--- config.mk ---
export PLATFORM = sky130hd
export DESIGN_NAME = mem_window_decode
export DESIGN_NICKNAME = d
export VERILOG_FILES = /design/src/design/sim_mem_pkg.sv /design/src/design/mem_window_decode.sv
export VERILOG_INCLUDE_DIRS = /design/src /design/src/design
export SDC_FILE = /design/constraint.sdc
export NUM_CORES = 1
export LEC_CHECK = 0
export ABC_AREA = 1
export BUFFER_PORTS_ARGS = -buffer_cell sky130_fd_sc_hd__buf_2
export CAP_MARGIN = 20
export CORE_AREA = 3 3 40 42
export DETAILED_ROUTE_END_ITERATION = 8
export DIE_AREA = 0 0 43 45
export MAX_ROUTING_LAYER = met4
export PLACE_DENSITY_LB_ADDON = 0.12
export SLEW_MARGIN = 40
export SYNTH_ARGS = -nofsm -noshare
export SYNTH_HDL_FRONTEND = slang
export SYNTH_SLANG_ARGS = --single-unit
export TNS_END_PERCENT = 10
--- constraint.sdc ---
create_clock -name vclk -period 0.8
set_input_delay 0.12 -clock vclk [all_inputs]
set_output_delay 0.12 -clock vclk [all_outputs]
set_load 0.01 [all_outputs]
--- src/design/sim_mem_defines.svh ---
//////////////////////////////
// Memory map of the simulation RAM
// Base of the RAM window, offset width, RAM size
// and the console output word address.
// Include before the package and in any module
// that decodes bus addresses.
//////////////////////////////

`ifndef SIM_MEM_DEFINES_SVH
`define SIM_MEM_DEFINES_SVH

// RAM window placement
`define MEM_BASE_ADDR 32'h0000_0000                 // First byte address mapped to RAM

// Offset into the byte array
`define MEM_ADDR_BITS 16                            // 64 KiB window

// Bytes held by the array
`define MEM_BYTES (1 << `MEM_ADDR_BITS)              // Follows the offset width

// Memory-mapped character output, never stored in RAM
`define CONSOLE_ADDR 32'h8000_1000                  // Word address of the console

`endif

--- src/design/sim_mem_pkg.sv ---
//////////////////////////////
// Shared types of the simulation memory
// Bus word, RAM offset, byte enables and the
// data port write request. Import with a
// wildcard in the module header.
//////////////////////////////

`include "sim_mem_defines.svh"

package sim_mem_pkg;

    // Byte lanes per bus word
    localparam int WORD_BYTES = 4;                  // RV32 word

    // 32-bit bus word, carries addresses and data
    typedef logic [31:0] word_t;

    // One byte lane
    typedef logic [7:0] byte_t;                     // Console character too

    // Byte offset into the RAM array
    typedef logic [`MEM_ADDR_BITS-1:0] mem_offset_t;

    // One enable per lane
    // Bit 0 covers bits 7:0, bit 3 covers bits 31:24
    typedef logic [WORD_BYTES-1:0] byte_en_t;

    // Data port write request
    // Any set enable requests a write
    typedef struct packed {
        word_t    address;                          // Byte address on the bus
        byte_en_t byte_en;                          // Lane enables, zero means idle
        word_t    data;                             // Lane-aligned store data
    } data_write_t;

endpackage

--- src/design/mem_window_decode.sv ---
//////////////////////////////
// Bus address to RAM offset decode
// Subtracts the window base and flags whether a
// full word fits inside the RAM. Instantiated once
// per access port in the top level.
//////////////////////////////

`timescale 1ns/1ps

`include "sim_mem_defines.svh"

module mem_window_decode import sim_mem_pkg::*; (
    input  word_t       address,                    // Bus byte address
    output mem_offset_t offset,                     // Byte offset into RAM
    output logic        in_window                   // Whole word lies inside RAM
);

    // Highest offset that still leaves room for a full word
    localparam mem_offset_t LAST_WORD = mem_offset_t'(`MEM_BYTES - WORD_BYTES);

    word_t rel_addr;                                // Distance above the base
    logic  high_clear;                              // Nothing above the offset width
    logic  word_fits;                               // No run past the array end

    // Addresses below the base wrap around and set high bits
    assign rel_addr = address - `MEM_BASE_ADDR;     // Modulo 2^32

    // Low bits index the byte array
    assign offset = rel_addr[`MEM_ADDR_BITS-1:0];

    // Window checks
    assign high_clear = (rel_addr[31:`MEM_ADDR_BITS] == '0);
    assign word_fits  = (offset <= LAST_WORD);      // Last three bytes excluded

    assign in_window = high_clear && word_fits;     // Both must hold

endmodule

==> impl_metrics.py <==
metrics = {
    "logic_synthesis": {
        "synthAdderAreaFrac_pct": 0,
        "synth_top_family_by_area": "buffers and inverters",
        "synth_area_leaders": "buf_4 51%, nor2_1 27%, nand2_1 22%",
        "synth_most_common_cell": "nor2_1",
        "seq_area_frac_synth_pct": 0,
        "synth_compound_area_share_pct": 0,
        "yosys.area_share.xor_xnor_pct": 0,
        "syn_area_um2": 236.5,
        "synth.top_cell.area_share_pct": 50.79,
        "synth_cell_types": 3,
        "yosysTopAreaCell": "buf_4",
        "synthTopCellsByCount": "17 x nor2_1, 16 x buf_4, 14 x nand2_1",
        "synth.avg_cell_area_um2": 5.031,
        "yosys.area_share.simple_pct": 49.21,
        "postSynthCellCount": 47,
        "yosys_warnings": 0,
        "synthMuxAreaShare_pct": 0,
        "syn_nets": 79,
    },
    "global_routing": {
        "grt_overflow_total": 0,
        "grt_max_degree": 3,
        "antenna_found_initial": 0,
        "grt_util_all_layers_pct": 6.319,
        "grt_pass1_wl_um": 986,
        "first_global_vias": 279,
    },
    "die": {
        "dieHeight_um": 45,
        "fp.dieW_um": 43,
        "initial_utilization_pct": 18.40,
        "dieArea_mm2": 0.001935,
        "core-area_mm2": 0.001285,
        "placementRows": 13,
        "ios": 49,
    },
    "pwr": {
        "combPwrFrac_pct": 100.0,
        "leakage_nw": 0.2582,
        "p_seq_share_pct": 0,
        "netSwitchingPower_uw": 82.89,
        "pwr-share-clk_pct": 0,
        "p_total_uw": 204.9,
        "powerDensity_mw_per_mm2": 455.0,
        "switching_share_pct": 40.45,
        "intPower_uw": 122.1,
        "power.ir.vdd_worst_uv": 125.8,
    },
    "detailed_routing": {
        "drtPass1Iterations": 1,
        "via_count": 352,
        "wl_per_cell_um": 8.116,
        "postRouteAntennaNets": 0,
        "viasPerCell": 3.705,
        "wirelength_um": 771,
        "drc": 0,
        "drt_iter0_markers": 0,
    },
    "sta": {
        "setup_viol": 1,
        "relSlewSlack_pct": 94.14,
        "rsz0062_at_grt": "true",
        "maxClockFrequency_mhz": 1185,
        "min_period_ns": 0.8442,
        "drv_slew": 0,
        "hold_violations": 0,
        "setup_slack_ns": -0.04417,
        "finalCritPeriodShare_pct": 105.5,
        "tightest_slew_ns": 0.08764,
    },
    "final_layout": {
        "layoutNonFillerInstCount": 95,
        "layout-drive-gt1-share_pct": 68.75,
        "area_delta_synth_final_pct": 90.48,
        "fin_util_pct": 35.05,
        "nClkBuffers": 0,
        "seq_cell_count": 0,
        "nets": 114,
        "n_antenna_cell": 0,
        "seqCellArea_um2": 0,
    },
    "placed_design": {
        "dp.cells": 95,
        "portBuffers": 49,
        "place.gp.congestion": 0.5917,
        "hpwl_um": 681.9,
    },
    "worst_hold_path": {
        "hold_class": "primary input to output pin",
        "min_delay_path_depth": 2,
    },
    "critical_path": {
        "end_kind": "output pin",
        "worstPathRequired_ns": 0.68,
        "critPathKind": "primary input to output pin",
        "crit_path_start_kind": "primary input",
        "arrival_ns": 0.72,
        "crit_fanout": 1,
    },
    "cts": {
        "hold_buffers": 0,
        "post_cts_buffers": 0,
    },
    "status": {
        "status": "complete, but fails checks",
        "violations": "setup timing",
    },
    "run": {
        "drv_cap": 0,
    },
}
-- power by group through the flow --
stage / logic (mW) / clock network (mW) / registers (mW)
after detailed placement: 0.171 / 0 / 0
final: 0.205 / 0 / 0
after CTS: 0.183 / 0 / 0
after global routing: 0.227 / 0 / 0
after global placement: 0.170 / 0 / 0
after floorplan: 0.106 / 0 / 0
-- kinds of logic after synthesis --
| logic type | Yosys count |
|---|---|
| buffers and inverters | 16 |
| and+or+nand+nor | 31 |
-- repair_timing --
item,4_1_cts,5_1_grt
pin swaps,12,7
resized for setup,4,11
setup endpoints to repair,1,1
-- per-layer routing --
layer | part of all wire [%] | wire [µm] | track usage, %
met5 | 0 | 0 | -
met4 | 0 | 0 | 0
met3 | 13 | 101 | 0.3984
met2 | 56 | 429 | 12.28
met1 | 31 | 240 | 7.619
-- worst paths after layout --
path	start	end	slack, ns
max	address[28]	in_window	-0.04
min	address[2]	offset[2]	0.44
-- worst max-delay path, cell delays in order --
cell     delay, ns
buf_6         0.09
nor2_2        0.09
nand2_1       0.06
nor2_1        0.10
nand2_1       0.06
nor2_1        0.09
buf_2         0.13
-- placed cells by master, fill, tap and decap left out, drive strengths merged --
master	netlist	layout
buf	16	49
nand2	14	14
nor2	17	17
-- cell type report --
type | instances | area [µm²]
fill | 151 | 834.6
multi-input combinational | 31 | 136.4
tap | 15 | 18.77
timing repair buffer | 49 | 295.3
-- through the flow --
step / setup TNS (ns) / cell area (µm²) / hold WS (ns) / setup WS [ns]
3_3_place_gp: -0.06113 / 380.4 / 0.4394 / -0.06113
6_report: -0.04417 / 450.4 / 0.4383 / -0.04417
5_1_grt: -0.1496 / 450.4 / 0.4434 / -0.1496
4_1_cts: -0.04166 / 405.4 / 0.4406 / -0.04166
2_1_floorplan: 0 / 236.5 / 0.3318 / 0.1142
3_5_place_dp: -0.06390 / 380.4 / 0.4406 / -0.06390
No activity file was read; power rests on OpenSTA's default activity.
