File: src/design/sim_mem_defines.svh
//////////////////////////////
// Memory map of the simulation RAM
// Base of the RAM window, offset width, RAM size
// and the console output word address.
// Include before the package and in any module
// that decodes bus addresses.
//////////////////////////////

`ifndef SIM_MEM_DEFINES_SVH
`define SIM_MEM_DEFINES_SVH

// RAM window placement
`define MEM_BASE_ADDR 32'h0000_0000                 // First byte address mapped to RAM

// Offset into the byte array
`define MEM_ADDR_BITS 16                            // 64 KiB window

// Bytes held by the array
`define MEM_BYTES (1 << `MEM_ADDR_BITS)              // Follows the offset width

// Memory-mapped character output, never stored in RAM
`define CONSOLE_ADDR 32'h8000_1000                  // Word address of the console

`endif

File: src/design/sim_mem_pkg.sv
//////////////////////////////
// Shared types of the simulation memory
// Bus word, RAM offset, byte enables and the
// data port write request. Import with a
// wildcard in the module header.
//////////////////////////////

`include "sim_mem_defines.svh"

package sim_mem_pkg;

    // Byte lanes per bus word
    localparam int WORD_BYTES = 4;                  // RV32 word

    // 32-bit bus word, carries addresses and data
    typedef logic [31:0] word_t;

    // One byte lane
    typedef logic [7:0] byte_t;                     // Console character too

    // Byte offset into the RAM array
    typedef logic [`MEM_ADDR_BITS-1:0] mem_offset_t;

    // One enable per lane
    // Bit 0 covers bits 7:0, bit 3 covers bits 31:24
    typedef logic [WORD_BYTES-1:0] byte_en_t;

    // Data port write request
    // Any set enable requests a write
    typedef struct packed {
        word_t    address;                          // Byte address on the bus
        byte_en_t byte_en;                          // Lane enables, zero means idle
        word_t    data;                             // Lane-aligned store data
    } data_write_t;

endpackage

File: src/design/console_port.sv
//////////////////////////////
// Console output register
// Captures the low byte of a write to the console
// address and strobes console_valid for one cycle.
// Stands in for a memory-mapped character device.
//////////////////////////////

`timescale 1ns/1ps

module console_port import sim_mem_pkg::*; (
    input  logic  clock,
    input  logic  rst,                              // Sync, active low
    input  logic  hit,                              // Write address is the console
    input  logic  be0,                              // Lane 0 enabled
    input  byte_t wr_byte,                          // Low data byte
    output logic  console_valid,                    // One-cycle strobe
    output byte_t console_char                      // Character for the strobe
);

    logic take;                                     // Character accepted this edge

    // Only lane 0 carries the character
    assign take = hit && be0;

    // Strobe follows each accepted write by one cycle
    always_ff @(posedge clock) begin
        if (!rst) begin
            console_valid <= 1'b0;
        end else begin
            console_valid <= take;                  // Back-to-back writes stay high
        end
    end

    // Character register
    // Holds the last character between strobes
    always_ff @(posedge clock) begin
        if (!rst) begin
            console_char <= '0;
        end else if (take) begin
            console_char <= wr_byte;
        end
    end

endmodule

File: config.mk
export PLATFORM = sky130hd
export DESIGN_NAME = console_port
export DESIGN_NICKNAME = d
export VERILOG_FILES = /design/src/design/sim_mem_pkg.sv /design/src/design/console_port.sv
export VERILOG_INCLUDE_DIRS = /design/src /design/src/design
export SDC_FILE = /design/constraint.sdc
export NUM_CORES = 1
export LEC_CHECK = 0
export ABC_AREA = 1
export BUFFER_PORTS_ARGS = -buffer_cell sky130_fd_sc_hd__buf_2
export CAP_MARGIN = 20
export CORE_AREA = 2 2 39 41
export CTS_CLUSTER_DIAMETER = 200
export DETAILED_ROUTE_END_ITERATION = 6
export DIE_AREA = 0 0 41 43
export SLEW_MARGIN = 25
export SYNTH_ARGS = -nofsm -noshare
export SYNTH_HDL_FRONTEND = slang
export SYNTH_SLANG_ARGS = --single-unit
File: constraint.sdc
create_clock -name clock -period 0.9 [get_ports clock]
set_input_delay 0.18 -clock clock [delete_from_list [all_inputs] [get_ports clock]]
set_output_delay 0.18 -clock clock [all_outputs]
set_load 0.01 [all_outputs]
==> results.txt, run 1 <==
The flow ran to the end, and the final reports show no timing, DRC or antenna violations. From bottom edge to top edge, the die measures 43 µm. The logs give 39.3% for the final design utilization and 48.8% for the register area share after synthesis. Wires add up to 727 µm. STA classifies the critical path endpoint as a primary output. The count of mapped cells out of synthesis came out at 54. For the pin with the worst max-slew slack, the measured transition is 0.305 ns. Along the worst path, the maximum fanout reaches 2. The library cell used most frequently in the layout, excluding fill and tap cells, is nor2_1. Source of the critical timing path: console_char[5]$_SDFFE_PN0P_. The total CTS buffers was 3; the chip width was 41 µm.

After Yosys synthesis, full adders, half adders and majority gates account for 0% of the synthesized area. The clock input transition at the sequential cells of the worst setup and hold paths is 0.06 ns, and the ratio of final minimum period to clock period is 97.6%. The critical path is of the reg -> out type. The routability-driven placement congestion ratio is 0.615, and the peak per-stage delay on the critical path is 0.32 ns. The run gives 21 as the I/O pin count. Of the total synthesized cell area, the portion taken by AND, OR, NAND and NOR gates is 35.3%. The relative slew slack was 79.6%.

The worst voltage drop across the vdd grid is 615 µV, and the remaining design rule violation count is 0. For the worst-skew pair, the clock arrives at the later sink with an insertion delay of 0.25 ns. Number of antenna violations at the first check in global routing: 0. Summing the areas of all xor and xnor instances in the mapped netlist gives 0% of the synthesized area. Cells with a size suffix above 1 make up 42.1% of the layout.

After legalization and detailed placement, the total HPWL measured 493 µm. The library cells used most frequently in the layout, excluding fill and tap cells, are nor2_1 (17), nand2_1 (16), buf_2 (13), inv_1 (9), dfxtp_2 (8). A synthesized cell averages 6.84 µm².

The die area was 1760 µm²; the compound-cell area share of the yosys netlist was 0%. The pin count of the biggest net entering global routing was 18. Dividing the detail-routed wire length by the instance count gives 7.90 µm. The first global-routing pass estimated 1100 µm of wire. Dividing total power by cell area gives a power density of 1650 nW/µm². Using the TritonRoute via totals, the vias-per-cell ratio works out to 3.86. The logs give 369 µm² for the combined area of all synthesized cells and 148 for the total of fill cells in the finished design. After synthesis, the largest family of logic cells by area is simple AND/OR/NAND/NOR gates. Setup repair after global routing could not meet its margin everywhere. After floorplanning, the core was sized to cover 1380 µm².

The tools report the number of max-slew violations in the final report as 0. On the critical path the largest part of the delay comes from flip-flops. The logs give 4 for the number of detailed-routing iterations run before antenna repair and 0 ns for the final setup skew. Across every metal layer, demand over resource in global routing totals 9.68%.

In this run the static leakage power is 0.310 nW. The total number of placement rows is 14. Data on the critical path arrives at its endpoint at 0.70 ns. The count of input and output buffers was 20. The run gives 66 as the net count after synthesis. TritonCTS built the clock tree. For the antenna diode instance count, the log shows 0. The number of max-capacitance violations reported was 0.

The startpoint identified for the worst hold timing path is wr_byte[6]. Once the floorplan was initialized, standard cells occupied 26.7% of the core. The run gives 0 as the overall overflow remaining after global route.

In the synthesized netlist, mux cells make up 0% of the area. Total vias in the final route: 355. The Yosys warning count is 0, and the number of sinks on the clock net is 9.

For this run, the top clock speed supported by timing is 1140 MHz. STA classifies the critical path startpoint as a flop. The synthesized design contains 9 register bits. The run gives 1 as the level count of the clock H-tree. The count of nets left with antenna violations once routing finished came out at 0. Synthesis instantiated 7 different standard cells from the library. The layout overhead on the synthesized area is 47.5%, and the number of buffers inserted by post-CTS setup repair is 0. The reg-to-reg critical path startpoint was console_char[4]$_SDFFE_PN0P_. The first routing iteration left 3 violations. The net count reported at finish was 89; the number of buffers and inverters on the critical path was 1. The finished layout cell area came out at 544 µm². Data on the critical path is required at its endpoint by 0.72 ns. The signal on the critical path passes through buf_2.

Total count of hold-check failures in the final report: 0. The tree is rooted in a clkbuf_4. The longest clock path from root to sink contains 2 buffers. The placed standard-cell area was 464 µm².

Among all stages on the critical path, the largest delay is contributed by dfxtp_2. Setup violations remaining at the end of the flow were counted as 0. The worst hold path belongs to the class in -> reg.

Counting I/O delays and the setup requirement, the final critical path takes 0.878 ns. The number of global-route vias before repair came out at 266.
## cells in the mapped netlist
library cell / n / area [µm²]
nor2_1: 17 / 63.8
nand2_1: 16 / 60.1
dfxtp_1: 9 / 180
inv_1: 9 / 33.8
buf_6: 1 / 11.3
clkbuf_8: 1 / 13.8
nand2_2: 1 / 6.26
## routing by layer
| metal | track usage, % | wire, µm | up-vias |
|---|---|---|---|
| met4 | 6.00 | 8 | 0 |
| li1 | - | - | 195 |
| met1 | 14.0 | 343 | 143 |
| met2 | 10.0 | 316 | 15 |
| met5 | 0 | 0 | - |
| met3 | 6.28 | 59 | 2 |
## worst paths after layout
path,to,slack (ns),cells past startpoint
worst min-delay path,console_char[6]$_SDFFE_PN0P_,0.15,3
worst max register to register,console_char[4]$_SDFFE_PN0P_,0.27,4
worst min register to register,console_char[5]$_SDFFE_PN0P_,0.51,4
worst max-delay path,console_char[5],0.02,1
## cell families after synthesis
family	count (synthesis)
simple gates	34
flops	9
buf+inv	11
## through the flow
stage               power, W  hold WS, ns  worst slack [ns]  setup TNS (ns)  std cells
finish              0.000901        0.145            0.0220               0         92
global route        0.000955        0.147          -0.00517        -0.00856         92
CTS                 0.000889        0.136          0.000274               0         92
detailed placement  0.000570        0.408            0.0538               0         88
global placement    0.000567        0.405            0.0927               0         88
floorplan           0.000523        0.315             0.243               0         54
## layout make-up
class	instances	area (µm²)	area share [%]
Sequential cell	9	190	34.9
Timing Repair Buffer	20	144	26.4
Multi-Input combinational cell	34	130	23.9
Inverter	9	33.8	6.21
Clock buffer	4	26.3	4.83
Tap cell	16	20.0	3.68
## registers in the layout, indices dropped and copies added (netlist names)
signal and flops:
console_char 8, console_valid 1
## tightest hold or removal path, delay by kind of cell
family                 cells  cell delay, ns
buffers and inverters      1            0.07
and+or+nand+nor            2            0.11
## what timing repair did
action	4_1_cts	5_1_grt
hold buffers	0	0
endpoints found under the setup margin	4	8
resized for setup	4	11
cloned	0	0
## power breakdown
part           internal (W)  leakage [nW]  switching, W
Sequential         0.000429        0.0771     0.0000155
Clock              0.000171        0.0150      0.000137
Combinational     0.0000781         0.218     0.0000705
No activity file was read; power rests on OpenSTA's default activity.
==> run 2: changes to the inputs <==
--- a/config.mk
+++ b/config.mk
@@ -6,7 +6,6 @@
 export SDC_FILE = /design/constraint.sdc
 export NUM_CORES = 1
 export LEC_CHECK = 0
-export ABC_AREA = 1
 export BUFFER_PORTS_ARGS = -buffer_cell sky130_fd_sc_hd__buf_2
 export CAP_MARGIN = 20
 export CORE_AREA = 2 2 39 41
==> run 2 against run 1 <==
Compared with the run above:
- synthesized area is 5.4% higher
- fmax up 0.25%
- combinational power fell by 16%
- hold slack improved by 0.019 ns
- final cell count fell by 18%
- sequential cell count is the same
- utilization fell by 0.27 points
- global-route usage increased by 1.9 points
- final area is 0.69% lower
- largest cell class unchanged
==> results.txt, run 2 <==
The flow ran to the end, and the final reports show no timing, DRC or antenna violations. Shortest period the worst path allows: 0.876 ns (-0.00217 ns). dfxtp_1 is the most common cell in the netlist. The worst voltage drop across the vdd grid was 616 µV (+0.21%).

STA classifies the critical path startpoint as a flop. The peak per-stage delay on the critical path works out to 0.32 ns (about the same). The worst setup path is captured at a primary output. The tools report the worst hold endpoint as console_char[7]$_SDFFE_PN0P_.

The setup slack of the most critical reg-to-reg path came out at 0.33 ns (+0.06 ns). The tools report the total of fill cells in the finished design as 156 (+5.4%). TritonCTS built the clock tree. The number of distinct standard cells referenced by the synthesized netlist was 9 (+2). The proportion of synthesized flip-flops having asynchronous set or reset works out to 0% (unchanged).

The number of buffers inserted by post-CTS setup repair is 0 (unchanged). The final setup skew was 0 ns (unchanged). Detailed-route wire length: 861 µm (+18%). The logs give 0 (unchanged) for the Yosys warning count and 3 (unchanged) for the total CTS buffers.

The run gives 0.000863 W (-4.2%) as the power after layout. The total vias in the final route was 354 (-0.28%). The tools report the area taken by flip-flops and latches as 190 µm² (unchanged).

The most common cell after layout, fill and taps aside is buf_2. The most used flip-flop cell after synthesis is dfxtp_1. The all-layer global routing usage was 11.6% (+1.9 points); the post-synthesis register bit count was 9 (unchanged). The number of buffers and inverters on the critical path came out at 1 (unchanged).

The mean instance size in the synthesized netlist is 9.73 µm² (+42%), and the die area is 1760 µm² (unchanged). The run gives 0 (unchanged) as the number of failing setup endpoints in the final timing report. Remaining design rule violation count: 0 (unchanged). For the routability-driven placement congestion ratio, the log shows 0.684 (+11%). Ranked by instance count, the synthesized netlist is headed by dfxtp_1 (9), nand2_1 (8), nand4_1 (8), o21ai_2 (8). The ratio of final minimum period to clock period was 97.3% (-0.24 points); the net count after synthesis was 52 (-21%).

The register area share after synthesis was 46.3% (-2.5 points); the number of global-route vias before repair was 349 (+31%). The total number of placement rows was 14 (unchanged); the share of cells above drive strength 1 was 69.5% (+27 points). The reg-to-reg critical path startpoint is console_char[3]$_SDFFE_PN0P_. The largest registers in the layout are console_char x8, console_valid x1. For the number of max-slew violations in the final report, the log shows 0 (unchanged). The post-synthesis cell type with the largest combined area is dfxtp_1. The number of vias per cell was 4.72 (+22%); the instance count along the most critical hold path was 3 (unchanged). The combined area of all synthesized cells was 389 µm² (+5.4%). The worst reg2reg path depth was 2 (-2); the total power density per cell area was 1600 nW/µm² (-3.5%).

For the starting density of the core, the log shows 28.1% (+1.4 points). The run gives 0.72 ns (about the same) as the worst path required time. The number of detailed-routing iterations run before antenna repair was 2 (-2). The chip width is 41 µm (unchanged). The slowest stage of the critical path belongs to the cell dfxtp_2. Number of enable flip-flop cells after synthesis: 0 (unchanged). The slew at the pin closest to its max-slew limit was 0.283 ns (-0.0214 ns); the core region area was 1380 µm² (unchanged). Clock input transition at the sequential cells of the worst setup and hold paths: 0.06 ns (about the same). The overall overflow remaining after global route was 0 (unchanged). The wire length of the first global-routing pass was 1360 µm (+23%). Setup repair after global routing could not meet its margin everywhere. The relative slew slack is 81.1% (+1.5 points), and the number of sinks on the clock net is 9 (unchanged). The total half-perimeter wirelength after legalization and detailed placement came out at 639 µm (+30%). The tree is rooted in a clkbuf_4. The total count of hold-check failures in the final report came out at 0 (unchanged). The kind of cell with the highest combined delay along the critical path is flip-flops. The tools report the level count of the clock H-tree as 1 (unchanged). The final design utilization is 39.1% (-0.27 points), and the largest buffer count on any clock path is 2 (unchanged). The net count reported at finish is 72 (-19%). The library cells used most frequently in the layout, excluding fill and tap cells, are buf_2 (14), nand2_1 (8), nand4_1 (8), o21ai_2 (8), dfxtp_2 (8). The area growth from synthesis to layout is 38.9%. The clock latency of the later-clocked register in the worst-skew pair came out at 0.26 ns (about the same). The per-cell routed wire length was 11.5 µm (+45%); the number of flip-flops in the largest register was 8 (unchanged). The die outline height was 43 µm (unchanged). The tools report the number of antenna violations at the first check in global routing as 0 (unchanged).

Class of the tightest hold or removal check: in -> reg. Critical path data arrival time: 0.70 ns (about the same). The count of mapped cells out of synthesis was 40 (-26%). Yosys attributes the largest share of cell area to dfxtp_1 (46%), o21ai_2 (18%), nand4_1 (13%).

The top-area cell type share of the netlist area works out to 46.3% (-2.5 points). The number of max-capacitance violations reported is 0 (unchanged). I/O pin count: 21 (unchanged).

Walking the worst path, the cells encountered are buf_6. The worst hold margin came out at 0.164 ns (+0.0191 ns). The upper clock frequency limit was 1140 MHz (+0.25%). The run gives 0.237 nW (-23%) as the leakage power total.

The kind of critical path was reg -> out. The number of design-rule violations left by the first detailed-router iteration is 1 (-2), and the remaining number of nets flagged by the antenna check after routing is 0 (unchanged). The count of input and output buffers came out at 20 (unchanged). Startpoint of the most critical hold path: wr_byte[7].

Endpoint of the lowest-slack register-to-register path: console_char[3]$_SDFFE_PN0P_. The worst-path maximum fanout is 2 (unchanged). The tools report the pin count of the biggest net entering global routing as 18 (unchanged).

The antenna diode instance count is 0 (unchanged). Ranked by flip-flop count, first place goes to console_char. For the multi-input gate area in the final layout, the log shows 166 µm² (+28%).
## run 2: changes by cell type after synthesis, sizes merged
cell    previous run  this run
nand2             17         8
nand4              0         8
inv                9         0
clkbuf             1         0
and3               0         1
and2               0         1
nor2              17         0
o21ai              0         8
buf                1         5
## run 2: how the worst max path moves through the flow
stage / startpoint / to / depth (start not counted)
3_5_place_dp: be0 / console_char[1]$_SDFFE_PN0P_ / 3
4_1_cts: console_char[0]$_SDFFE_PN0P_ / console_char[0] / 1
3_3_place_gp: hit / console_char[4]$_SDFFE_PN0P_ / 3
6_report: console_char[7]$_SDFFE_PN0P_ / console_char[7] / 1
5_1_grt: console_valid$_SDFF_PN0_ / console_valid / 1
2_1_floorplan: be0 / console_char[0]$_SDFFE_PN0P_ / 4
## run 2: cell type report
cell class              count  share of cell area [%]
multi-input cells          26                    30.8
flip-flops and latches      9                    35.2
repair buffers             20                    25.5
well taps                  16                    3.70
clock buffers               4                    4.86
## run 2: routing by layer
metal / vias up / track usage, % / wire length, µm
met2: 14 / 18.1 / 399
met1: 158 / 12.6 / 374
met3: 2 / 6.28 / 71
met4: 0 / 4.00 / 14
li1: 180 / - / -
met5: - / 0 / 0
## run 2: power by group
group	total, W	internal, W	leakage [nW]	switching, W
sequential	0.000432	0.000421	0.0770	0.0000107
combinational	0.000125	0.0000608	0.145	0.0000641
clock	0.000306	0.000170	0.0150	0.000136
total	0.000863	0.000652	0.237	0.000210
## run 2: cells by family after synthesis
kind of cell / share of synthesized area, %
compound gates: 18.0
simple gates: 24.8
buf+inv: 10.9
flops: 46.3
## run 2: what timing repair did
item	in CTS	in global routing
endpoints found under the setup margin	2	9
resized for setup	2	12
hold buffers	0	0
## run 2: metrics by stage
stage                     TNS [ns]  area [µm²]  setup slack, ns  std cells
after floorplan                  0         389            0.140         40
after global placement           0         467            0.106         71
after detailed placement         0         467           0.0811         71
after CTS                        0         495          0.00222         75
after global routing       -0.0294         541         -0.00888         75
final                            0         541           0.0242         75
## run 2: worst reg2reg max path: cells and delay by family, from the launching register on
| family | cells | cell delay, ns |
|---|---|---|
| flip-flops | 1 | 0.33 |
| AO/OA/AOI/OAI | 1 | 0.11 |
| AND/OR/NAND/NOR | 1 | 0.06 |
